$ cat src/apu_regfile.sv
module apu_regfile #(
	parameter int data_w = 8
) (
	input  logic              clk,
	input  logic              rst,
	input  logic [3:0]        rd_a,
	input  logic [3:0]        rd_b,
	output logic [data_w-1:0] val_a,
	output logic [data_w-1:0] val_b,
	input  logic              reg_we,
	input  logic [data_w-1:0] res,
	input  logic              c_we,
	input  logic              z_we,
	input  logic              s_we,
	input  logic              v_we,
	input  logic              c_new,
	input  logic              z_new,
	input  logic              s_new,
	input  logic              v_new,
	output logic              flag_c,
	output logic              flag_z,
	output logic              flag_s,
	output logic              flag_v
);

	logic [data_w-1:0] regs [16];	// general registers

	assign val_a = regs[rd_a];	// dst operand
	assign val_b = regs[rd_b];	// src operand

	always_ff @(posedge clk)
	begin
		if (rst)
		begin
			for (int i = 0; i < 16; i++)
				regs[i] <= '0;
			{flag_c, flag_z, flag_s, flag_v} <= 4'b0000;
		end
		else
		begin
			if (reg_we)
				regs[rd_a] <= res;	// result always goes to dst
			if (c_we)
				flag_c <= c_new;
			if (z_we)
				flag_z <= z_new;
			if (s_we)
				flag_s <= s_new;
			if (v_we)
				flag_v <= v_new;
		end
	end

endmodule

$ cat config.mk
export PLATFORM = sky130hd
export DESIGN_NAME = apu_regfile
export DESIGN_NICKNAME = d
export VERILOG_FILES = /design/src/apu_regfile.sv
export SDC_FILE = /design/constraint.sdc
export NUM_CORES = 1
export LEC_CHECK = 0
export BUFFER_PORTS_ARGS = -buffer_cell sky130_fd_sc_hd__buf_2
export CAP_MARGIN = 25
export CORE_UTILIZATION = 25
export DETAILED_ROUTE_END_ITERATION = 8
export PLACE_DENSITY = 0.44
export SYNTH_ARGS = -nofsm -noshare
export SYNTH_HDL_FRONTEND = slang
export SYNTH_SLANG_ARGS = --single-unit
export TNS_END_PERCENT = 20
$ cat constraint.sdc
create_clock -name clk -period 1.72 [get_ports clk]
set_clock_uncertainty 0.2 [all_clocks]
set_input_delay 0.172 -clock clk [delete_from_list [all_inputs] [get_ports clk]]
set_output_delay 0.172 -clock clk [all_outputs]
set_load 0.01 [all_outputs]
**Word-level counts from Yosys, hierarchy flattened**

Memories as Yosys holds them, arrays and structs flattened.
Cells that the tools add are included.

- Word-level logic and storage cells: 14
- RAM bits: 128
- Flip-flop bits (word level): 4
- Bits of input ports: 27
- Output and inout port bits: 20
- Memories kept: 1

- Multiplexer cells: 8
- Reduce and logical (&&, ||, !) cells: 1

Memory list:

| name | words | width | rd ports | clocked after Yosys merged registers in | write ports | RTL line | source |
|---|---|---|---|---|---|---|---|
| regs | 16 | 8 | 2 | 0 | 16 | 26 | `logic [data_w-1:0] regs [16];` |

Operators by type and width:

| operator | number |
|---|---|
| 8-bit 2-to-1 mux | 1 |
| 8-bit OR reduction | 1 |
| 1-bit 2-to-1 mux | 6 |
| 4-bit 2-to-1 mux | 1 |

**Logic depth before layout (Yosys ltp)**

Gate-level depths: netlist of the first run.

- Word-level depth: 5
- Depth in mapped cells: 5
- Mapped depth without buffers: 3

**Least setup slack after synthesis of the first run**

Ideal clock, no wire load.

- Path kind: input port to flip-flop
- Start point: input rd_a[2]
- End point: memory regs[0][0] (enable)
- Arrival: 1253 ps
- Cell stages on the path: 3
- Buffers on the path: 0
- Slack: -63 ps
- Required time: 1191 ps
- Library setup time: 329 ps
- Cells stage by stage: or4b_4 nor3_4 or2_1

RTL lines:

| what | RTL line | source |
|---|---|---|
| start, declared | 6 | `input logic [3:0] rd_a,` |
| end, declared | 26 |  |

==> results of run 1 <==
## cell families (layout without fill, tap and decap cells)
| family | Yosys count | after routing | share of synthesized area (%) |
|---|---|---|---|
| simple gates | 195 | 195 | 17.0 |
| buf+inv | 31 | 132 | 2.32 |
| flops | 132 | 132 | 56.1 |
| compound gates | 32 | 32 | 3.43 |
| mux | 68 | 68 | 21.2 |
## registers in the layout, summed over array words and instances, names as in the netlist
name	cells
flag_c	1
flag_s	1
flag_v	1
flag_z	1
regs	128
## cells in the mapped netlist (4+ instances only)
library cell	count
buf_2	6
nor2b_1	4
or2_2	12
a22oi_1	32
mux4_2	64
nor2_1	15
nand2_1	17
clkbuf_1	12
edfxtp_1	128
buf_6	4
or2_1	4
buf_1	6
dfxtp_1	4
and2_1	130
mux2i_1	4
## final timing paths
| kind | end | slack [ns] | cells past startpoint |
|---|---|---|---|
| worst min register to register | flag_z$_SDFFE_PP0P_ | 0.84 | 3 |
| worst min-delay path | regs[12][5]$_SDFFCE_PN0P_ | 0.11 | 2 |
| worst max-delay path | val_b[0] | -0.55 | 5 |
| worst max register to register | flag_c$_SDFFE_PP0P_ | 0.37 | 3 |
## placed cells by master (no fill, tap or decap), types with 10 or more instances in the layout
master,synthesis,layout
buf_2,6,39
a22oi_2,0,24
and2_1,130,130
nand2_1,17,10
buf_12,0,15
clkbuf_16,0,17
mux4_2,64,64
nor2_1,15,15
edfxtp_1,128,128
buf_4,2,30
or2_2,12,12
## worst max-delay path: stages (launching register included)
cell and delay (ns):
edfxtp_1 0.41, mux4_2 0.55, a22oi_2 0.20, buf_6 0.14, nand2_4 0.05, buf_6 0.13
## cell type report
type | instances | share of cell area, %
clock buffer | 18 | 4.82
timing repair buffer | 100 | 10.0
clock inverter | 14 | 1.55
tap | 372 | 5.23
multi-input combinational | 295 | 34.3
sequential | 132 | 44.1
## repair_timing
action                                  in CTS  in global routing
endpoints found under the setup margin      16                 16
hold endpoints to repair                     4                  0
pin swaps                                   25                  0
gates resized for setup                     34                  6
hold buffers                                 8                  0
## stage by stage
step	setup TNS (ns)	setup WS (ns)
final	-7.93	-0.552
after global routing	-8.81	-0.618
after CTS	-8.27	-0.561
after detailed placement	-21.00	-0.417
after global placement	-18.69	-0.404
after floorplan	0	0.0106
## per-layer routing
metal	track usage, %	vias to the layer above	routed length (µm)
met1	19.4	2225	8850
li1	-	1944	-
met5	0	-	0
met2	26.1	124	10600
met4	6.42	0	584
met3	2.47	30	806
## power by group
part | leakage (nW) | internal [W] | switching [W]
clock | 0.265 | 0.00212 | 0.00144
combinational | 1.61 | 0.000561 | 0.000606
sequential | 1.25 | 0.00371 | 0.000104
total | 3.13 | 0.00639 | 0.00215
==> summary.txt, run 1 <==
Global routing
  – Largest net degree at the start of global routing: 30
  – All-Layer GR Usage: 15.4%
  – Number of global-route vias before repair: 4546
  – Grt ovf: 0
  – First-pass GRT wire length: 31000 µm
  – Antenna violations before repair: 0

Cells and area
  – Final Cell Area: 8900 µm²
  – Layout Nets: 573
  – Antenna diode count: 0
  – Layout cells sized above 1: 42.0%
  – Synthesis-to-layout area growth: 27.2%
  – FF/Latch Area: 3920 µm²
  – Fillers: 2689
  – Multi-input logic area: 3060 µm²
  – Post-layout util: 32.8%
  – Non-filler cells, final: 931

Worst setup path
  – Worst path arrival time: 1.90 ns
  – Critical Path Source Type: flip-flop
  – Crit. Startpoint: regs[3][0]$_SDFFCE_PN0P_
  – Worst Setup End Kind: output pin
  – Reg2reg start: flag_c$_SDFFE_PP0P_
  – Kind of critical path: flip-flop to output pin
  – Max FO, Critical Path: 2
  – Worst endpoint required time: 1.35 ns

STA
  – Worst-Margin Slew: 0.922 ns
  – Pins over their slew limit: 0
  – Final hold vios: 0
  – Final worst path period share: 132%
  – # setup viols final: 16
  – Fin crit period: 2.27 ns
  – Fmax: 0.440 GHz
  – Worst Hold Slack: 0.113 ns
  – Max transition margin: 38.4%
  – RSZ-0062 raised after global routing: yes
  – Final WS setup: -0.552 ns

Floorplan
  – Top-level I/O count: 47
  – Core area: 27200 µm²
  – Core Rows: 60
  – Die Area: 28700 µm²
  – DIE HEIGHT: 169 µm
  – Initial Util: 25.8%
  – Die extent in x: 169 µm

Clock network
  – CTS tree: yes
  – Setup Fix Bufs, Post-CTS: 0
  – Clock root buffer: clkbuf_16
  – Worst skew pair latency: 0.41 ns
  – Clk buf depth: 2
  – Reg clk slew, reported paths: 0.06 ns
  – Htree depth: 4
  – Sink Count: 132
  – CTS buffer count: 17

Status
  – Status: finished, violations left
  – Failing checks: setup timing

Synth
  – Number of enable flip-flop cells after synthesis: 128
  – Register area share after synthesis: 56.1%
  – Net Count, Synth: 485
  – Post-Syn Area: 7000 µm²
  – Synth top area share: 54.9%
  – Syn Inst Count: 458
  – Async SR Flop Fraction: 0%
  – Synthesis-stage register bit count: 132
  – Netlist cell types: 25
  – Most common flop cell mapped by yosys: edfxtp_1
  – Area contributors post-synth: edfxtp_1 55%, mux4_2 21%, and2_1 12%, a22oi_1 3.4%, dfxtp_1 1.1%
  – Synth Warn #: 0
  – Syn Area/Cell: 15.3 µm²
  – Leading area contributor after synthesis: edfxtp_1

Placed design
  – # placed instances: 891
  – Placer Congestion: 0.828
  – Post-DP HPWL: 15100 µm
  – IO buf count: 46
  – Area after DPL: 8070 µm²

Routing
  – DRT Wirelength: 20800 µm
  – Drt first pass iters: 6
  – Vias: 4323
  – Via-to-Cell Ratio: 4.64
  – Detail Route Antenna Nets: 0
  – Wire per inst: 22.4 µm
  – First-iteration detailed-routing DRC count: 322
  – Post-route DRC: 0

Power
  – Total power: 0.00854 W
  – P per Cell Area: 959 nW/µm²
  – Peak VDD IR: 0.466 mV
  – Leak: 3.13 nW

Min path
  – Worst min path class: input port to flip-flop
  – HP Start: res[5]

Job
  – Number of max-cap violations: 0
No activity file was read; power rests on OpenSTA's default activity.
==> inputs of run 2 (changes only) <==
--- a/config.mk
+++ b/config.mk
@@ -5,6 +5,7 @@
 export SDC_FILE = /design/constraint.sdc
 export NUM_CORES = 1
 export LEC_CHECK = 0
+export ABC_AREA = 1
 export BUFFER_PORTS_ARGS = -buffer_cell sky130_fd_sc_hd__buf_2
 export CAP_MARGIN = 25
 export CORE_UTILIZATION = 25
==> run 2 against run 1 <==
The run still ends with setup timing left; fmax rose by 19%; clock power rose by 6.5%; clock-buffer cell count rose by 2; core utilization rose by 1.2 points; wire length rose by 35%; die area rose by 11%; sequential cell count did not move; total power rose by 7.3%; critical endpoint is now val_a[0].
==> summary.txt, run 2 <==
Global routing
  – All-Layer GR Usage: 18.6% (+3.2 points)
  – Grt ovf: 0 (unchanged)
  – First-pass GRT wire length: 42500 µm (+37%)
  – Number of global-route vias before repair: 6910 (+52%)
  – Largest net degree at the start of global routing: 33 (+10%)
  – Antenna violations before repair: 0 (unchanged)

Worst setup path
  – Max FO, Critical Path: 2 (unchanged)
  – Worst Setup End Kind: output pin
  – Critical Path Source Type: flip-flop
  – Worst path arrival time: 1.54 ns (-0.36 ns)
  – Reg2reg start: flag_s$_SDFFE_PP0P_
  – FF-to-FF path depth: 3 (unchanged)
  – Reg2reg end: flag_s$_SDFFE_PP0P_
  – Worst endpoint required time: 1.35 ns (about the same)
  – Crit. Startpoint: regs[1][0]$_SDFFCE_PN0P_
  – Kind of critical path: flip-flop to output pin
  – R2R Setup Slk: 0.33 ns (-0.04 ns)
  – Setup crit end: val_a[0]

Min path
  – HP Start: res[3]
  – Worst Hold Path Cells: 4 (+2)
  – Worst min path class: input port to flip-flop

STA
  – Max transition margin: 73.4% (+35 points)
  – Final worst path period share: 111% (-21 points)
  – Final hold vios: 0 (unchanged)
  – RSZ-0062 raised after global routing: yes
  – Final WS setup: -0.196 ns (+0.356 ns)
  – Pins over their slew limit: 0 (unchanged)
  – Worst-Margin Slew: 0.399 ns (-0.524 ns)
  – # setup viols final: 16 (unchanged)
  – Fin crit period: 1.92 ns (-0.356 ns)
  – Setup tns final: -2.44 ns (+5.49 ns)
  – Fmax: 0.522 GHz (+19%)

Floorplan
  – Core area: 30600 µm² (+13%)
  – Die Area: 31800 µm² (+11%)
  – Initial Util: 25.4% (-0.35 points)
  – Die extent in x: 178 µm (+5.3%)
  – Top-level I/O count: 47 (unchanged)
  – Core Rows: 64 (+6.7%)
  – DIE HEIGHT: 178 µm (+5.3%)

Routing
  – Post-route DRC: 0 (unchanged)
  – Wire per inst: 17.3 µm (-23%)
  – Drt first pass iters: 5 (-1)
  – DRT Wirelength: 28100 µm (+35%)
  – Via-to-Cell Ratio: 4.43 (-4.5%)
  – Detail Route Antenna Nets: 0 (unchanged)
  – Vias: 7189 (+66%)
  – First-iteration detailed-routing DRC count: 544 (+69%)

Synth
  – Most common flop cell mapped by yosys: edfxtp_1
  – Top cells by count, synth: 546 x nand2_1, 131 x nor2_1, 130 x inv_1, 128 x edfxtp_1, 96 x nand3_1
  – Leading area contributor after synthesis: edfxtp_1
  – Netlist cell types: 13 (-48%)
  – Syn Area/Cell: 7.00 µm² (-54%)
  – Cell with the most instances after synthesis: nand2_1
  – Number of enable flip-flop cells after synthesis: 128 (unchanged)
  – Area contributors post-synth: edfxtp_1 49%, nand2_1 26%, nor2_1 6.3%, inv_1 6.3%, nand3_1 6.2%
  – Register area share after synthesis: 50.5% (-5.6 points)
  – Synthesis-stage register bit count: 132 (unchanged)
  – Async SR Flop Fraction: 0% (unchanged)
  – Syn Inst Count: 1110 (+140%)
  – Net Count, Synth: 1137 (+130%)
  – Synth Warn #: 0 (unchanged)
  – Post-Syn Area: 7770 µm² (+11%)
  – Synth top area share: 49.5% (-5.4 points)

Cells and area
  – Multi-input logic area: 3490 µm² (+14%)
  – Synthesis-to-layout area growth: 33.7%
  – Non-filler cells, final: 1622 (+74%)
  – Most frequent cells in the layout: 512 x nand2_1, 131 x nor2_1, 128 x edfxtp_1
  – Commonest non-fill, non-tap cell in the layout: nand2_1
  – Antenna diode count: 0 (unchanged)
  – Fillers: 3284 (+22%)
  – Layout cells sized above 1: 21.7% (-20 points)
  – FF/Latch Area: 3920 µm² (unchanged)
  – Layout Nets: 1240 (+120%)
  – Largest Register: regs
  – Max FFs per register: 128 (unchanged)

Status
  – Failing checks: setup timing
  – Status: finished, violations left

Placed design
  – Post-placement worst setup slack: -0.0476 ns (+0.370 ns)
  – # placed instances: 1581 (+77%)
  – Post-DP HPWL: 19300 µm (+28%)
  – IO buf count: 46 (unchanged)
  – Placer Congestion: 0.835 (+0.85%)

Clock network
  – Sink Count: 132 (unchanged)
  – Clock root buffer: clkbuf_16
  – Reg clk slew, reported paths: 0.06 ns (about the same)
  – CTS buffer count: 17 (unchanged)
  – Worst skew pair latency: 0.42 ns (about the same)
  – Clk buf depth: 2 (unchanged)
  – CTS tree: yes
  – Htree depth: 4 (unchanged)

Power
  – Leak: 5.11 nW (+63%)
  – P per Cell Area: 882 nW/µm² (-8.0%)
  – Peak VDD IR: 0.572 mV (+23%)

Job
  – Number of max-cap violations: 0 (unchanged)
run 2: layout make-up:
cell class | count | area share [%]
clock inverter | 12 | 1.52
multi-input combinational | 785 | 33.6
timing repair buffer | 143 | 13.2
clock buffer | 20 | 4.30
sequential | 132 | 37.8
inverter | 134 | 4.84
tap | 396 | 4.77
run 2: worst min-delay path by stage:
stage	endpoint	slack, ns
after floorplan	flag_c$_SDFFE_PP0P_	0.07
after global placement	flag_s$_SDFFE_PP0P_	0.16
after detailed placement	flag_c$_SDFFE_PP0P_	0.17
after CTS	regs[13][3]$_SDFFCE_PN0P_	0.05
after global routing	regs[9][2]$_SDFFCE_PN0P_	0.06
final	regs[13][3]$_SDFFCE_PN0P_	0.05
run 2: timing repair:
item,in CTS,in global routing
pin swaps,53,33
endpoints found under the setup margin,16,16
gates resized for setup,72,36
hold buffers,8,0
buffers inserted,0,1
hold endpoints to repair,4,0
run 2: kinds of logic (layout without fill, tap and decap cells):
group,count (synthesis),in the layout,share of synthesized area [%]
DFF,132,132,50.5
buffers and inverters,193,309,9.58
AOI/OAI and AO/OA,8,8,0.515
and+or+nand+nor,777,777,39.4
run 2: worst max-delay path, cell delays in order (launching register included):
cell and delay (ns):
edfxtp_1 0.44, nand2_1 0.09, nand2_1 0.06, nand2_1 0.07, nand2_2 0.06, nand2_2 0.10, nand2_1 0.06, inv_1 0.05
nand2_1 0.06, buf_2 0.14
run 2: per-layer routing:
metal	GRT usage [%]	up-vias	part of all wire, %
li1	-	3602	-
met1	24.9	3359	46
met2	31.0	194	48
met3	2.77	34	4.5
met4	5.40	0	2.0
met5	0	-	0
run 2: report_power, final:
group,switching [W],leakage [nW],total (W),internal (W)
Sequential,0.000134,1.25,0.00385,0.00372
Clock,0.00147,0.274,0.00378,0.00232
Combinational,0.000941,3.58,0.00153,0.000584
Total,0.00254,5.11,0.00916,0.00662
run 2: per-stage QoR:
step	hold slack [ns]	instance area, µm²	util [%]	total power (W)
global placement	0.161	9240	30.2	0.00528
floorplan	0.0663	7770	-	0.00458
finish	0.0529	10400	34.0	0.00916
detailed placement	0.172	9240	30.2	0.00528
global route	0.0637	10400	34.0	0.00949
CTS	0.0520	10200	33.5	0.00916
==> inputs of run 3 (changes only) <==
--- a/config.mk
+++ b/config.mk
@@ -8,9 +8,11 @@
 export ABC_AREA = 1
 export BUFFER_PORTS_ARGS = -buffer_cell sky130_fd_sc_hd__buf_2
 export CAP_MARGIN = 25
+export CORE_ASPECT_RATIO = 0.6
 export CORE_UTILIZATION = 25
 export DETAILED_ROUTE_END_ITERATION = 8
 export PLACE_DENSITY = 0.44
+export SLEW_MARGIN = 30
 export SYNTH_ARGS = -nofsm -noshare
 export SYNTH_HDL_FRONTEND = slang
 export SYNTH_SLANG_ARGS = --single-unit
==> run 3 against run 2 <==
The flow still finishes with violations (setup timing); critical path depth fell by 1; critical path type unchanged; fmax fell by 2.1%; clock power rose by 1%; wire length up 6.6%; final area is 0.37% lower; core utilization is 0.28 points higher; final cell count is 0.86% higher; clock-buffer cell count stayed put.
==> summary.txt, run 3 (synthesis gave the netlist of run 2 again) <==
Status
  – Status: finished, violations left
  – Failing checks: setup timing

Worst setup path
  – FF-to-FF path depth: 3 (unchanged)
  – CP max stage cell: edfxtp_1
  – CP Buf/Inv Count: 2 (unchanged)
  – Worst endpoint required time: 1.35 ns (about the same)
  – Reg2reg end: flag_v$_SDFFE_PP0P_
  – CP top delay family: flip-flops
  – Critical Path Source Type: flip-flop
  – Reg2reg start: flag_v$_SDFFE_PP0P_
  – R2R Setup Slk: 0.29 ns (-0.04 ns)
  – Kind of critical path: flip-flop to output pin
  – Slowest stage delay, CP: 0.43 ns (about the same)
  – Worst Setup End Kind: output pin
  – Worst path arrival time: 1.58 ns (+0.04 ns)
  – Max FO, Critical Path: 2 (unchanged)
  – CP Cell Sequence: buf_4 -> nand2_1 -> nand2_2 -> nand2_2 -> nand3_1 -> nand3_1 -> nand2_1 -> buf_2

Cells and area
  – Synthesis-to-layout area growth: 33.2%
  – Antenna diode count: 0 (unchanged)
  – Layout cells sized above 1: 21.4% (-0.28 points)
  – Multi-input logic area: 3410 µm² (-2.2%)
  – Largest Register: regs
  – Layout Nets: 1242 (+0.16%)
  – Most frequent cells in the layout: 506 x nand2_1, 131 x nor2_1, 128 x edfxtp_1
  – Fillers: 3251 (-1.0%)
  – FF/Latch Area: 3920 µm² (unchanged)
  – Max FFs per register: 128 (unchanged)
  – Non-filler cells, final: 1636 (+0.86%)
  – Commonest non-fill, non-tap cell in the layout: nand2_1

Placed design
  – Post-DP HPWL: 20800 µm (+7.6%)
  – # placed instances: 1595 (+0.89%)
  – Placer Congestion: 0.859 (+3.0%)
  – IO buf count: 46 (unchanged)

Clock network
  – CTS buffer count: 17 (unchanged)
  – Clock root buffer: clkbuf_16
  – Clk buf depth: 2 (unchanged)
  – CTS tree: yes
  – Worst skew pair latency: 0.44 ns (+0.02 ns)
  – Sink Count: 132 (unchanged)
  – Htree depth: 4 (unchanged)
  – Reg clk slew, reported paths: 0.06 ns (about the same)

STA
  – Final worst path period share: 114% (+2.4 points)
  – Worst-Margin Slew: 0.423 ns (+0.0237 ns)
  – Pins over their slew limit: 0 (unchanged)
  – Final hold vios: 0 (unchanged)
  – RSZ-0062 raised after global routing: yes
  – # setup viols final: 16 (unchanged)
  – Fmax: 0.511 GHz (-2.1%)
  – Worst Hold Slack: 0.0528 ns (-0.000101 ns)
  – Setup tns final: -2.99 ns (-0.555 ns)
  – Fin crit period: 1.96 ns (+0.0407 ns)
  – Final WS setup: -0.237 ns (-0.0407 ns)
  – Max transition margin: 71.7% (-1.7 points)

Power
  – Psw: 0.00252 W (-0.86%)
  – Peak VDD IR: 0.657 mV (+15%)
  – Seq pwr share: 41.8% (-0.2 points)
  – Clk pwr share: 41.4% (about the same)
  – Switch share: 27.3% (-0.39 points)
  – P per Cell Area: 890 nW/µm² (+0.94%)
  – Logic pwr share: 16.8% (about the same)
  – Int Power: 0.00669 W (+1.1%)
  – Leak: 5.11 nW (about the same)

Routing
  – DRT Wirelength: 29900 µm (+6.6%)
  – Vias: 7413 (+3.1%)
  – Wire per inst: 18.3 µm (+5.7%)
  – Via-to-Cell Ratio: 4.53 (+2.2%)
  – First-iteration detailed-routing DRC count: 757 (+39%)
  – Detail Route Antenna Nets: 0 (unchanged)
  – Post-route DRC: 0 (unchanged)
  – Drt first pass iters: 5 (unchanged)

Global routing
  – All-Layer GR Usage: 19.4% (+0.77 points)
  – Grt ovf: 0 (unchanged)
  – First-pass GRT wire length: 44800 µm (+5.4%)
  – Number of global-route vias before repair: 6966 (+0.81%)
  – Antenna violations before repair: 0 (unchanged)
  – Largest net degree at the start of global routing: 37 (+12%)

Floorplan
  – Die Area: 31800 µm² (about the same)
  – Initial Util: 25.7% (+0.31 points)
  – Core Rows: 49 (-23%)
  – DIE HEIGHT: 139 µm (-22%)
  – Die extent in x: 230 µm (+29%)
  – Top-level I/O count: 47 (unchanged)
  – Core area: 30200 µm² (-1.2%)

Min path
  – Worst min path class: input port to flip-flop
  – Hold path endpoint: regs[12][4]$_SDFFCE_PN0P_
  – HP Start: res[4]
  – Worst Hold Path Cells: 4 (unchanged)

Job
  – Number of max-cap violations: 0 (unchanged)
==> run 3: cell count changes in the layout (fill, tap and decap cells not counted), moves of 2 or more <==
cell and change:
buf_2 +4, buf_12 +3, clkinvlp_4 -5, clkinv_4 -2
inv_1 -6, nand2_4 -3, buf_6 -4, inv_2 +6
nand2_1 -6, nand3_1 +15, nand2_2 +9, clkinv_2 +5
nand3_2 -15
==> run 3: area by class of cell <==
type | instances | share of cell area, %
clock buffers | 20 | 4.22
clock inverters | 12 | 1.56
inverters | 134 | 4.86
multi-input cells | 785 | 33.0
flip-flops and latches | 132 | 37.9
well taps | 408 | 4.93
repair buffers | 145 | 13.5
==> run 3: how the worst max path moves through the flow <==
stage	from	endpoint	slack, ns	depth (start not counted)
3_3_place_gp	rd_a[1]	regs[2][3]$_SDFFCE_PN0P_	-0.13	7
2_1_floorplan	rd_a[1]	regs[2][0]$_SDFFCE_PN0P_	0.12	5
6_report	regs[11][4]$_SDFFCE_PN0P_	val_b[4]	-0.24	8
4_1_cts	regs[13][4]$_SDFFCE_PN0P_	val_a[4]	-0.27	9
5_1_grt	regs[13][4]$_SDFFCE_PN0P_	val_a[4]	-0.33	9
3_5_place_dp	rd_a[0]	regs[5][5]$_SDFFCE_PN0P_	-0.11	8
==> run 3: power groups by stage <==
stage               combinational [W]  sequential, W  clock (W)
floorplan                    0.000732        0.00385          0
detailed placement            0.00140        0.00390          0
finish                        0.00154        0.00385    0.00382
global route                  0.00169        0.00387    0.00400
global placement              0.00140        0.00391          0
CTS                           0.00149        0.00384    0.00386
==> run 3: worst register-to-register path, delay by kind of cell, from the launching register on <==
kind | cells | cell delay [ns]
compound gates | 2 | 0.26
flops | 1 | 0.31
buf+inv | 1 | 0.55
==> run 3: what timing repair did <==
item,in CTS,in global routing
hold endpoints to repair,4,0
endpoints found under the setup margin,16,16
pin swaps,24,32
resized for setup,54,44
buffers inserted,0,1
hold buffers,8,0
==> run 3: stage by stage <==
step | util [%] | instance area, µm² | setup slack (ns) | power (W)
3_3_place_gp | 30.8 | 9310 | -0.126 | 0.00531
4_1_cts | 33.8 | 10200 | -0.273 | 0.00919
5_1_grt | 34.2 | 10300 | -0.328 | 0.00956
6_report | 34.2 | 10300 | -0.237 | 0.00921
2_1_floorplan | - | 7770 | 0.118 | 0.00458
3_5_place_dp | 30.8 | 9310 | -0.111 | 0.00530
==> run 3: metal layers <==
metal	share of wire [%]	track usage, %	wire length, µm	vias to the layer above
met5	0.14	1.04	41	-
met1	52	30.8	15700	3523
met4	1.2	5.54	364	2
met3	6.9	3.74	2080	23
li1	-	-	-	3606
met2	39	25.7	11800	259
