## config.mk

```make
export PLATFORM = sky130hd
export DESIGN_NAME = apu_alu
export DESIGN_NICKNAME = d
export VERILOG_FILES = /design/src/apu_isa_pkg.sv /design/src/apu_alu.sv
export SDC_FILE = /design/constraint.sdc
export NUM_CORES = 1
export LEC_CHECK = 0
export BUFFER_PORTS_ARGS = -buffer_cell sky130_fd_sc_hd__buf_4
export CORE_AREA = 2 2 67 69
export DETAILED_ROUTE_END_ITERATION = 6
export DIE_AREA = 0 0 69 71
export PLACE_DENSITY_LB_ADDON = 0.25
export RECOVER_POWER = 50
export SYNTH_ARGS = -nofsm -noshare
export SYNTH_HDL_FRONTEND = slang
export SYNTH_SLANG_ARGS = --single-unit
```

## constraint.sdc

```tcl
create_clock -name vclk -period 6.2
set_clock_uncertainty 0.1 [all_clocks]
set_input_delay 0.62 -clock vclk [all_inputs]
set_output_delay 0.62 -clock vclk [all_outputs]
set_load 0.02 [all_outputs]
```

## src/apu_isa_pkg.sv

```systemverilog
package apu_isa_pkg;

	// major opcode in bits 15..12
	typedef enum logic [3:0] {
		OP_LDI   = 4'd0,	// dst = imm8
		OP_ANDI  = 4'd1,
		OP_ORI   = 4'd2,
		OP_XORI  = 4'd3,
		OP_ADDI  = 4'd4,
		OP_TSTI  = 4'd5,	// and, flags only
		OP_CMPI  = 4'd6,	// sub, flags only
		OP_UNARY = 4'd7,	// sub-op in func field
		OP_ALUR  = 4'd9,	// dst = dst op src
		OP_OUT   = 4'd11,	// port = src
		OP_JR    = 4'd12,	// cond in dst field
		OP_DJNZ  = 4'd14,
		OP_HALT  = 4'd15
	} apu_op_e;

	typedef enum logic [3:0] {
		ALU_LD, ALU_AND, ALU_OR, ALU_XOR,
		ALU_ADD, ALU_ADC, ALU_SUB, ALU_SBC,
		ALU_RR, ALU_RRC, ALU_SRA, ALU_SRZ,
		ALU_RL, ALU_RLC, ALU_SWAP, ALU_FLIP
	} alu_func_e;

	// codes 12..15 do nothing
	typedef enum logic [3:0] {
		U_INC, U_DEC, U_CPL, U_NEG,
		U_RR, U_RRC, U_SRA, U_SRZ,
		U_RL, U_RLC, U_SWAP, U_FLIP
	} unary_e;

	typedef enum logic [3:0] {
		J_ALWAYS, J_Z, J_C, J_NZ,
		J_GT, J_LE, J_NC, J_S,
		J_NS, J_LT, J_SLE, J_SGT,
		J_SGE, J_V, J_NV, J_NEVER
	} jcond_e;

	// instruction fields
	localparam int op_hi_c   = 15;
	localparam int op_lo_c   = 12;
	localparam int dst_hi_c  = 11;	// also jump condition
	localparam int dst_lo_c  = 8;
	localparam int port_hi_c = 11;	// out port number
	localparam int port_lo_c = 8;
	localparam int func_hi_c = 7;	// alu func or unary sub-op
	localparam int func_lo_c = 4;
	localparam int src_hi_c  = 3;
	localparam int src_lo_c  = 0;
	localparam int imm_hi_c  = 7;	// imm8 or rel8
	localparam int imm_lo_c  = 0;

	// operand select codes
	localparam logic [1:0] sel_a_c    = 2'd0;	// dst register
	localparam logic [1:0] sel_b_c    = 2'd1;	// src register
	localparam logic [1:0] sel_zero_c = 2'd2;
	localparam logic [1:0] sel_imm_c  = 2'd3;

endpackage

```

## src/apu_alu.sv

```systemverilog
module apu_alu #(
	parameter int data_w = 8
) (
	input  apu_isa_pkg::alu_func_e func,
	input  logic [data_w-1:0]      arg0,
	input  logic [data_w-1:0]      arg1,
	input  logic                   c_in,
	output logic [data_w-1:0]      res,
	output logic                   c_out,
	output logic                   z_out,
	output logic                   s_out,
	output logic                   v_out
);

	import apu_isa_pkg::*;

	localparam int msb  = data_w - 1;
	localparam int half = data_w / 2;	// nibble boundary for swap

	logic [data_w:0] sum;	// carry on top
	logic [data_w:0] diff;	// borrow on top
	logic            cy;	// carry into adc or sbc
	logic            add_v;
	logic            sub_v;

	assign cy    = (func == ALU_ADC || func == ALU_SBC) ? c_in : 1'b0;
	assign sum   = {1'b0, arg0} + {1'b0, arg1} + {{data_w{1'b0}}, cy};
	assign diff  = {1'b0, arg0} - {1'b0, arg1} - {{data_w{1'b0}}, cy};
	assign add_v = (arg0[msb] == arg1[msb]) && (sum[msb] != arg0[msb]);	// same signs in
	assign sub_v = (arg0[msb] != arg1[msb]) && (diff[msb] != arg0[msb]);

	always_comb
	begin
		res   = arg1;
		c_out = c_in;	// logic ops keep c
		v_out = 1'b0;
		case (func)
			ALU_LD:  res = arg1;
			ALU_AND: res = arg0 & arg1;
			ALU_OR:  res = arg0 | arg1;
			ALU_XOR: res = arg0 ^ arg1;
			ALU_ADD, ALU_ADC:
			begin
				res   = sum[msb:0];
				c_out = sum[data_w];
				v_out = add_v;
			end
			ALU_SUB, ALU_SBC:
			begin
				res   = diff[msb:0];
				c_out = diff[data_w];	// set when arg0 < arg1
				v_out = sub_v;
			end
			ALU_RR:  {res, c_out} = {arg0[0], arg0[msb:1], arg0[0]};	// around the byte
			ALU_RRC: {res, c_out} = {c_in, arg0[msb:1], arg0[0]};	// through c
			ALU_SRA: {res, c_out} = {arg0[msb], arg0[msb:1], arg0[0]};
			ALU_SRZ: {res, c_out} = {1'b0, arg0[msb:1], arg0[0]};
			ALU_RL:  {c_out, res} = {arg0[msb], arg0[msb-1:0], arg0[msb]};
			ALU_RLC: {c_out, res} = {arg0[msb], arg0[msb-1:0], c_in};
			ALU_SWAP: res = {arg0[half-1:0], arg0[msb:half]};
			ALU_FLIP:
			begin
				for (int i = 0; i < data_w; i++)
					res[i] = arg0[msb-i];	// bit reverse
			end
		endcase
	end

	assign z_out = (res == '0);
	assign s_out = res[msb];

endmodule

```

Yosys cells after proc, flatten, opt, wreduce, memory -nomap -nowiden:

Index checks and enable logic that the tools add are counted.

* input bits: 21
* register bits: 0

* eq/ne operators: 19
* add/sub/neg operators: 4
* mux-type cells: 4
* bitwise logic cells: 3
* reduce and logical (&&, ||, !) cells: 9

Operators with widths (count)
* $pmux 8 s14: 1
* $eq 4x4->1 const B: 8
* $eq 4x3->1 const B: 4
* $add 8x8->9: 1
* $add 9x1->9: 1
* $sub 8x8->9: 1
* $sub 9x1->9: 1
* $and 8x8->8: 1
* $eq 4x2->1 const B: 2
* $logic_not 8->1: 1
* $or 8x8->8: 1
* $xor 8x8->8: 1
* $reduce_or 2->1: 3
* $eq 4x1->1 const B: 1
* $logic_not 4->1: 1
* $pmux 1 s4: 1
* $reduce_or 4->1: 1
* $ne 1x1->1: 3
* $logic_and 1x1->1: 2
* $pmux 1 s2: 1
* $eq 1x1->1: 1
* $logic_or 1x1->1: 1
* $mux 1: 1

Logic depth before layout (Yosys ltp):

Gate-level depths: netlist (run 1).

* word-level depth: 7
* mapped depth: 15
* mapped depth without buffers: 13

Worst setup path after synthesis (run 1):

No wires, ideal clock.

* kind: in2out
* start point: in func[3]
* end point: out z_out
* stages: 15
* path slack: 1.680 ns
* arrival time: 3.800 ns
* path through: buf_6 clkbuf_1 nor2b_1 nand3_1 inv_1 fa_1 inv_1 ha_1 o21ai_0 a21boi_0 a311o_1 mux2i_1 nor3_1 a21oi_1 nor4b_2

* word-level cells in the longest chain between the ends: 6

RTL lines
* start: declaration: line apu_alu.sv:4 `input apu_isa_pkg::alu_func_e func,`
* $eq 4x3->1: line apu_alu.sv:26, apu_alu.sv:37
* $logic_or 1x1->1: line apu_alu.sv:26 `assign cy = (func == ALU_ADC || func == ALU_SBC) ? c_in : 1'b0;`
* $mux 1: line apu_alu.sv:26
* $sub 9x1->9 or $add 9x1->9 (tied branches): line apu_alu.sv:28, apu_alu.sv:27
* $pmux 8 s14 (*): line apu_alu.sv:37 `case (func)`
* via s_out: line apu_alu.sv:11 `output logic s_out,`
* $logic_not 8->1 (*): line apu_alu.sv:69 `assign z_out = (res == '0);`
* end: declaration: line apu_alu.sv:10 `output logic z_out,`

Mark *: on every way through the listed nets, which the timed path passes. The rest lies on a longest branch.

Final worst setup path (run 1):

* start point: in func[2]
* end point: out z_out

* word-level cells in the longest chain between the ends: 6

RTL lines (line)
* $eq 4x3->1: apu_alu.sv:26, apu_alu.sv:37
* $logic_or 1x1->1: apu_alu.sv:26
* $mux 1: apu_alu.sv:26
* $sub 9x1->9 or $add 9x1->9 (tied branches): apu_alu.sv:28, apu_alu.sv:27
* $pmux 8 s14 (*): apu_alu.sv:37
* $logic_not 8->1 (*): apu_alu.sv:69

Every way passes the cells marked *; elsewhere a longest branch is shown, timed or not.

==> impl_metrics.csv, run 1 <==
group,metric,value,unit
run_status,outcome,"finished, final reports clean",
final_layout,clkbuf_count,0,
placed_design,gp_congestion,0.923,
global_route,track_usage,23.1,%
final_layout,syn_to_final_growth,10.6,%
timing,fmax,190,MHz
floorplanning,die_h,71,um
placed_design,place_inst,339,
global_route,gr-total-overflow,0,
setup_path,crit_cells,14,
final_layout,stdcell_area,0.00209,mm2
timing,maxSlewHeadroom,23.3,%
floorplanning,start_util,45.0,%
final_layout,nNetsFinal,344,
detailed_routing,wl_per_cell,16.9,um
detailed_routing,wl,5.74,mm
placed_design,placed_area,0.00211,mm2
global_route,antenna_found_initial,0,
synthesis,synthCells,271,
synthesis,syn_area,0.00189,mm2
final_layout,drive_above_1_share,11.8,%
placed_design,port_buffers,33,
final_layout,seqCellArea,0,um2
setup_path,startpoint,"func[2]",
detailed_routing,num_vias,2106,
timing,grt_setup_unrepaired,"no",
pwr,power_density,102,mW/mm2
setup_path,timing.critical_path.buf_inv,3,
clock_network,postCtsHoldBufs,0,
final_layout,nFillCells,461,
timing,finalHoldViolCount,0,
global_route,grt_start_max_net_pins,39,
floorplanning,die-width,69,um
floorplanning,rows,24,
timing,hold_slack,1.50,ns
timing,final.min_clock_period,5.26,ns
setup_path,cp-endpoint,"z_out",
setup_path,worstSetupEndpointType,"output pin",
pwr,seqPwrFrac,0,%
final_layout,layout_commonest_cell,"ha_1",
timing,finalCritPeriodShare,84.8,%
pwr,clock_power_share,0,%
setup_path,cp.required,5.48,ns
setup_path,arrival,4.54,ns
setup_path,cp_max_fo,31,
final_layout,final_core_util,49.8,%
synthesis,synthesis.nets,326,
detailed_routing,drt_iter0_drc,166,
final_layout,diodes,0,
clock_network,cts_resized,0,
pwr,p_switching,0.126,mW
floorplanning,dieArea,0.00490,mm2
pwr,intPower,0.0876,mW
synthesis,synth.distinct_cells,57,
timing,slew_viol_final,0,
run,cap_violations,0,
timing,finalSetupViolCount,0,
synthesis,syn_avg_cell_area,6.98,um2
floorplanning,io-pin-count,33,
final_layout,fin_cells,339,
setup_path,crit_path_start_kind,"primary input",
floorplanning,core,0.00420,mm2
setup_path,critPathKind,"in -> out",
final_layout,layout_common_cells,"30 x ha_1, 29 x buf_4, 24 x inv_1, 20 x nor2_1",
detailed_routing,drc_errors,0,
pwr,peakVddDrop,0.0471,mV
detailed_routing,antenna_left,0,
placed_design,hpwl,4.45,mm
final_layout,seq_cell_count,0,
detailed_routing,drt_first_pass_iters,5,
timing,worst_slew_pin_slew,1.15,ns
pwr,pwr-share-comb,100.0,%
detailed_routing,viasPerCell,6.21,
setup_path,crit_slowest_cell,"clkbuf_1",
global_route,grt_pass1_vias,1931,
synthesis,yosysWarnings,0,
global_route,grt_pass1_wl,9.53,mm
timing,fin_tns_setup,0,ns
pwr,p_leak,0.941,nW
setup_path,worst_path_dominant_cell_family,"compound AO/OA/AOI/OAI gates",
clock_network,cts_setup_buffers,0,
setup_path,crit_path_max_incr_delay,0.83,ns
synthesis,seq_area_frac_synth,0,%
pwr,p_sw_share,59.1,%
worst_hold_path,hold_class,"in -> out",
setup_path,worstPathCellList,"clkbuf_1 > nor2b_1 > nand3_1 > inv_1 > fa_1 > ha_1 > o21ai_0 > a21boi_0 > a311o_1 > mux2i_1 > nor3_1 > a21oi_1 > nor4b_2 > buf_4",
[synth_stat cells, types with 3 or more instances]
cell type	count	share of area (%)
nand2b_1	8	2.6
ha_1	30	20
mux2i_1	8	4.2
o22ai_1	9	3.0
buf_1	5	0.99
a31oi_1	4	1.3
o21a_1	4	1.6
buf_2	5	1.3
nand3_1	9	2.4
o21ai_0	15	4.0
inv_1	24	4.8
buf_6	3	1.8
xnor2_1	3	1.4
xor2_1	7	3.2
a21oi_1	18	4.8
a21o_1	3	1.2
o211ai_1	3	1.2
nor3_1	6	1.6
clkbuf_1	3	0.60
fa_1	4	4.2
a221o_1	3	1.6
o32a_1	3	1.6
nor2_1	20	4.0
nor2b_1	7	2.3
nand2_1	18	3.6
a211oi_1	5	2.0
[how the worst min path moves through the flow]
| stage | start | end | depth (start not counted) |
|---|---|---|---|
| 2_1_floorplan | arg0[7] | v_out | 1 |
| 3_3_place_gp | arg0[7] | v_out | 3 |
| 3_5_place_dp | arg0[7] | v_out | 3 |
| 4_1_cts | arg0[7] | v_out | 3 |
| 5_1_grt | arg0[7] | v_out | 3 |
| 6_report | arg0[7] | v_out | 3 |
[final cells by class]
cell class         instances  area, um2  share of cell area [%]
multi-input cells        230       1710                    81.5
inverters                 24       90.1                    4.30
well taps                 52       65.1                    3.11
repair buffers            33        233                    11.1
[power groups by stage]
stage,Sequential (mW),Clock (mW),Combinational (mW)
finish,0,0,0.214
global route,0,0,0.235
CTS,0,0,0.215
detailed placement,0,0,0.214
global placement,0,0,0.213
floorplan,0,0,0.150
[kinds of logic after synthesis]
kind of cell             after synthesis  synth area share [%]
multiplexers                           9                  4.83
buffers and inverters                 41                  9.85
AO/OA/AOI/OAI                         91                  32.7
AND/OR/NAND/NOR                       86                  23.9
XOR/XNOR                              10                  4.63
adder cells (fa/ha/maj)               34                  24.1
[per-layer routing]
layer | share of wire, % | global-route usage [%]
met1 | 46 | 32.7
met2 | 46 | 39.0
met3 | 6.4 | 1.57
met4 | 1.2 | 4.36
met5 | 0 | 0
[stage by stage]
step | power, mW | setup slack (ns)
after floorplan | 0.150 | 1.68
after global placement | 0.213 | 1.60
after detailed placement | 0.214 | 1.54
after CTS | 0.215 | 1.55
after global routing | 0.235 | 0.647
final | 0.214 | 0.944
[tightest hold or removal path, delay by kind of cell]
family / cells / cell delay (ns)
buffers and inverters: 2 / 0.28
AOI/OAI and AO/OA: 1 / 0.07
(Power assumes the default switching activity.)
==> inputs of run 2 (changes only) <==
- clock period: 6.2 -> 4.4 ns (I/O delays scaled with it)
==> impl_metrics.csv, run 2 (synthesized netlist as in run 1, its figures left out) <==
group,metric,value,unit
final_layout,syn_to_final_growth,11.4,%
placed_design,hpwl,4.57,mm
pwr,p_leak,0.950,nW
timing,fin_tns_setup,0,ns
pwr,power_density,144,mW/mm2
global_route,grt_use_met1,35.7,%
final_layout,drive_above_1_share,12.5,%
final_layout,layout_common_cells,"31 x buf_4, 30 x ha_1, 24 x inv_1, 20 x nor2_1",
global_route,grt_pass1_wl,10.1,mm
clock_network,cts_setup_buffers,0,
setup_path,crit_slowest_cell,"fa_1",
worst_hold_path,whs_endpoint,"v_out",
timing,slew_viol_final,0,
setup_path,worstSetupEndpointType,"output pin",
global_route,grt.met3_usage,1.28,%
run,cap_violations,0,
detailed_routing,drt_first_pass_iters,5,
setup_path,timing.critical_path.buf_inv,2,
global_route,track_usage,24.7,%
setup_path,worst_path_dominant_cell_family,"simple AND/OR/NAND/NOR gates",
detailed_routing,antenna_left,0,
detailed_routing,drc_errors,0,
detailed_routing,wl,5.98,mm
final_layout,fin_cells,341,
setup_path,critPathKind,"in -> out",
floorplanning,die_h,71,um
detailed_routing,viasPerCell,6.25,
placed_design,gp_congestion,0.960,
pwr,peakVddDrop,0.0723,mV
final_layout,diodes,0,
global_route,grt_pass1_vias,1994,
floorplanning,io-pin-count,33,
worst_hold_path,holdPathStages,3,
global_route,grt-busiest-layer,"met2",
setup_path,crit_path_max_incr_delay,0.44,ns
timing,finalHoldViolCount,0,
final_layout,clkbuf_count,0,
final_layout,nNetsFinal,346,
detailed_routing,wl_per_cell,17.5,um
timing,finalCritPeriodShare,93.0,%
detailed_routing,num_vias,2130,
setup_path,cp_max_fo,27,
floorplanning,die-width,69,um
floorplanning,start_util,45.0,%
floorplanning,core,0.00420,mm2
timing,maxSlewHeadroom,50.3,%
detailed_routing,drt_iter0_drc,195,
global_route,antenna_found_initial,0,
floorplanning,rows,24,
global_route,gr-total-overflow,0,
global_route,grt_start_max_net_pins,39,
clock_network,postCtsHoldBufs,0,
clock_network,cts_resized,0,
worst_hold_path,hp-start,"arg0[7]",
setup_path,crit_path_start_kind,"primary input",
final_layout,seqCellArea,0,um2
timing,worst_slew_pin_slew,0.744,ns
final_layout,layout_commonest_cell,"buf_4",
setup_path,arrival,3.55,ns
setup_path,worstPathCellList,"buf_4 > nand3_1 > fa_1 > fa_1 > o21ai_0 > nand2b_1 > xor2_1 > mux2i_1 > o2bb2ai_1 > nor4b_2 > nor4b_2 > buf_4",
setup_path,cp.required,3.86,ns
final_layout,seq_cell_count,0,
run_status,outcome,"finished, final reports clean",
placed_design,place_inst,341,
worst_hold_path,hold_class,"in -> out",
timing,finalSetupViolCount,0,
floorplanning,dieArea,0.00490,mm2
placed_design,port_buffers,33,
timing,grt_setup_unrepaired,"no",
timing,final.min_clock_period,4.09,ns
timing,fmax,244,MHz
global_route,grtUsageMet2,41.9,%
[run 2: worst min-delay path, stage by stage]
cell     delay [ns]
buf_4          0.14
a21oi_1        0.07
buf_4          0.15
[run 2: worst max-delay path by stage]
stage,startpoint,to,cells past startpoint
finish,func[0],z_out,12
global route,func[2],z_out,15
CTS,func[0],z_out,12
detailed placement,func[2],z_out,15
global placement,func[0],z_out,12
floorplan,func[3],z_out,15
[run 2: where the power goes]
part	switching, mW	total, mW	internal (mW)
sequential	0	0	0
clock	0	0	0
combinational	0.180	0.304	0.124
[run 2: cell type report]
type                       count  area (um2)
timing repair buffer          35         248
tap                           52        65.1
multi-input combinational    230        1710
fill                         465        2100
inverter                      24        90.1
[run 2: routing by layer]
metal | routed length [um] | part of all wire [%]
met1 | 2680 | 45
met2 | 2760 | 46
met3 | 482 | 8.1
met4 | 50 | 0.84
met5 | 0 | 0
[run 2: metrics by stage]
| stage | total power, mW | hold WS, ns | worst slack [ns] | instance area (um2) | util (%) |
|---|---|---|---|---|---|
| 2_1_floorplan | 0.212 | 0.909 | 0.240 | 1890 | - |
| 4_1_cts | 0.306 | 1.13 | 0.368 | 2120 | 50.5 |
| 3_5_place_dp | 0.305 | 1.13 | 0.396 | 2120 | 50.5 |
| 3_3_place_gp | 0.303 | 1.13 | 0.344 | 2120 | 50.5 |
| 6_report | 0.304 | 1.13 | 0.307 | 2110 | 50.1 |
| 5_1_grt | 0.335 | 1.17 | 0.0434 | 2110 | 50.1 |
==> inputs of run 3 (changes only) <==
- ABC_AREA: not set -> 1
==> impl_metrics.csv, run 3 <==
group,metric,value,unit
run_status,outcome,"finished, final reports clean",
pwr,p_sw_share,64.8,%
detailed_routing,wl_per_cell,13.5,um
final_layout,diodes,0,
final_layout,final_core_util,51.9,%
timing,fin_tns_setup,0,ns
global_route,grt_pass1_wl,10.3,mm
run,cap_violations,0,
placed_design,port_buffers,33,
detailed_routing,antenna_left,0,
final_layout,clkbuf_count,0,
floorplanning,die-width,69,um
global_route,gr-total-overflow,0,
synthesis,synthesis.nets,422,
setup_path,crit_path_start_kind,"primary input",
placed_design,hpwl,4.96,mm
setup_path,crit_slowest_cell,"fa_1",
floorplanning,io-pin-count,33,
final_layout,nNetsFinal,453,
setup_path,worstSetupEndpointType,"output pin",
setup_path,cp_max_fo,4,
synthesis,seq_area_frac_synth,0,%
timing,worst_slew_pin_slew,0.717,ns
timing,fmax,284,MHz
global_route,track_usage,25.2,%
clock_network,cts_resized,0,
synthesis,yosys-top-cells-count,"112 x nand2_1, 67 x inv_1, 48 x nand3_1, 43 x nor2_1, 30 x ha_1",
setup_path,cp.required,3.86,ns
timing,final.min_clock_period,3.52,ns
synthesis,synth_area_leaders,"nand2_1 22%, ha_1 20%, inv_1 13%",
timing,finalCritPeriodShare,80.0,%
worst_hold_path,hold_class,"in -> out",
final_layout,seq_cell_count,0,
clock_network,cts_setup_buffers,0,
timing,finalSetupViolCount,0,
global_route,grt_pass1_vias,2242,
setup_path,crit_path_max_incr_delay,0.44,ns
pwr,seqPwrFrac,0,%
final_layout,layout_commonest_cell,"nand2_1",
synthesis,syn_avg_cell_area,5.23,um2
clock_network,postCtsHoldBufs,0,
pwr,pwr-share-comb,100.0,%
floorplanning,core,0.00420,mm2
detailed_routing,wl,6.06,mm
pwr,p_switching,0.183,mW
final_layout,syn_to_final_growth,13.7,%
timing,grt_setup_unrepaired,"no",
pwr,peakVddDrop,0.0562,mV
floorplanning,dieArea,0.00490,mm2
synthesis,synth-adder-area-share,23.7,%
timing,finalHoldViolCount,0,
synthesis,syn_area,0.00192,mm2
worst_hold_path,holdPathStages,4,
final_layout,layout_common_cells,"113 x nand2_1, 67 x inv_1, 48 x nand3_1, 43 x nor2_1, 30 x ha_1",
synthesis,synth_mux_area_share,0,%
synthesis,synth_xor_area_share,0.456,%
floorplanning,rows,24,
global_route,antenna_found_initial,0,
pwr,intPower,0.0997,mW
detailed_routing,viasPerCell,5.36,
setup_path,arrival,2.98,ns
synthesis,synth_top_area_share,21.9,%
timing,slew_viol_final,0,
detailed_routing,drt_first_pass_iters,6,
placed_design,gp_congestion,0.951,
floorplanning,die_h,71,um
pwr,p_leak,1.31,nW
final_layout,nFillCells,490,
synthesis,synth_most_common_cell,"nand2_1",
synthesis,synthCells,367,
final_layout,seqCellArea,0,um2
synthesis,synth_top_family_by_area,"simple AND/OR/NAND/NOR gates",
synthesis,synth_simple_gate_area_share,50.1,%
synthesis,yosysWarnings,0,
global_route,grt_start_max_net_pins,14,
synthesis,synth_compound_area_share,10.6,%
setup_path,worstPathCellList,"buf_4 > inv_1 > nand2_1 > nor2_1 > inv_1 > fa_1 > fa_1 > nand3_1 > nand2_1 > a21oi_1 > nand2_1 > nand3_1 > nand3_1 > nand2_1 > nand2_1 > nor2_1 > buf_4",
setup_path,critPathKind,"in -> out",
final_layout,drive_above_1_share,9.60,%
floorplanning,start_util,45.7,%
timing,maxSlewHeadroom,52.0,%
pwr,clock_power_share,0,%
detailed_routing,drc_errors,0,
synthesis,yosysTopAreaCell,"nand2_1",
synthesis,synth.distinct_cells,29,
detailed_routing,drt_iter0_drc,331,
pwr,power_density,130,mW/mm2
detailed_routing,num_vias,2400,
setup_path,crit_top_cell,"nand2_1",
## run 3: changes by cell type after synthesis, sizes merged, moves of 6 or more
cell,delta
a21oi,-6
buf,-11
inv,+46
mux2i,-8
nand2,+96
nand2b,-8
nand3,+39
nor2,+27
nor2b,-7
o22ai,-7
xor2,-6
## run 3: area by class of cell
cell class | instances | area (um2) | area share, %
multi-input combinational | 293 | 1630 | 74.5
inverter | 70 | 263 | 12.0
timing repair buffer | 33 | 229 | 10.5
tap | 52 | 65.1 | 2.98
## run 3: per-layer routing
metal	GRT usage (%)	vias up	share of wire, %
met3	0.997	23	7.4
met1	34.4	1048	44
li1	-	1212	-
met4	8.50	0	3.3
met5	0	-	0
met2	42.8	117	45
## run 3: worst paths after layout
path | to | start | slack, ns
max | z_out | func[3] | 0.88
min | c_out | c_in | 1.20
## run 3: logic make-up (layout without fill, tap and decap cells)
| family | Yosys count | after routing |
|---|---|---|
| and+or+nand+nor | 223 | 223 |
| buffers and inverters | 74 | 103 |
| AOI/OAI and AO/OA | 35 | 35 |
| adders and majority gates | 34 | 34 |
| xor gates and xnor gates | 1 | 1 |
## run 3: power groups by stage
stage	clock [mW]	sequential, mW	combinational (mW)
after floorplan	0	0	0.193
after global placement	0	0	0.283
after detailed placement	0	0	0.285
after CTS	0	0	0.287
after global routing	0	0	0.321
final	0	0	0.283
## run 3: worst max-delay path: cells and delay by family
family / cells / cell delay (ns)
AND/OR/NAND/NOR: 10 / 1.00
adder cells (fa/ha/maj): 2 / 0.87
buffers and inverters: 4 / 0.45
AO/OA/AOI/OAI: 1 / 0.21
## run 3: metrics by stage
stage / instance area [um2] / worst slack (ns) / power [mW] / instances / hold WS [ns]
floorplan: 1920 / 1.30 / 0.193 / 367 / 1.03
global placement: 2200 / 0.967 / 0.283 / 448 / 1.20
detailed placement: 2200 / 0.933 / 0.285 / 448 / 1.20
CTS: 2200 / 0.929 / 0.287 / 448 / 1.20
global route: 2180 / 0.647 / 0.321 / 448 / 1.24
finish: 2180 / 0.880 / 0.283 / 448 / 1.20
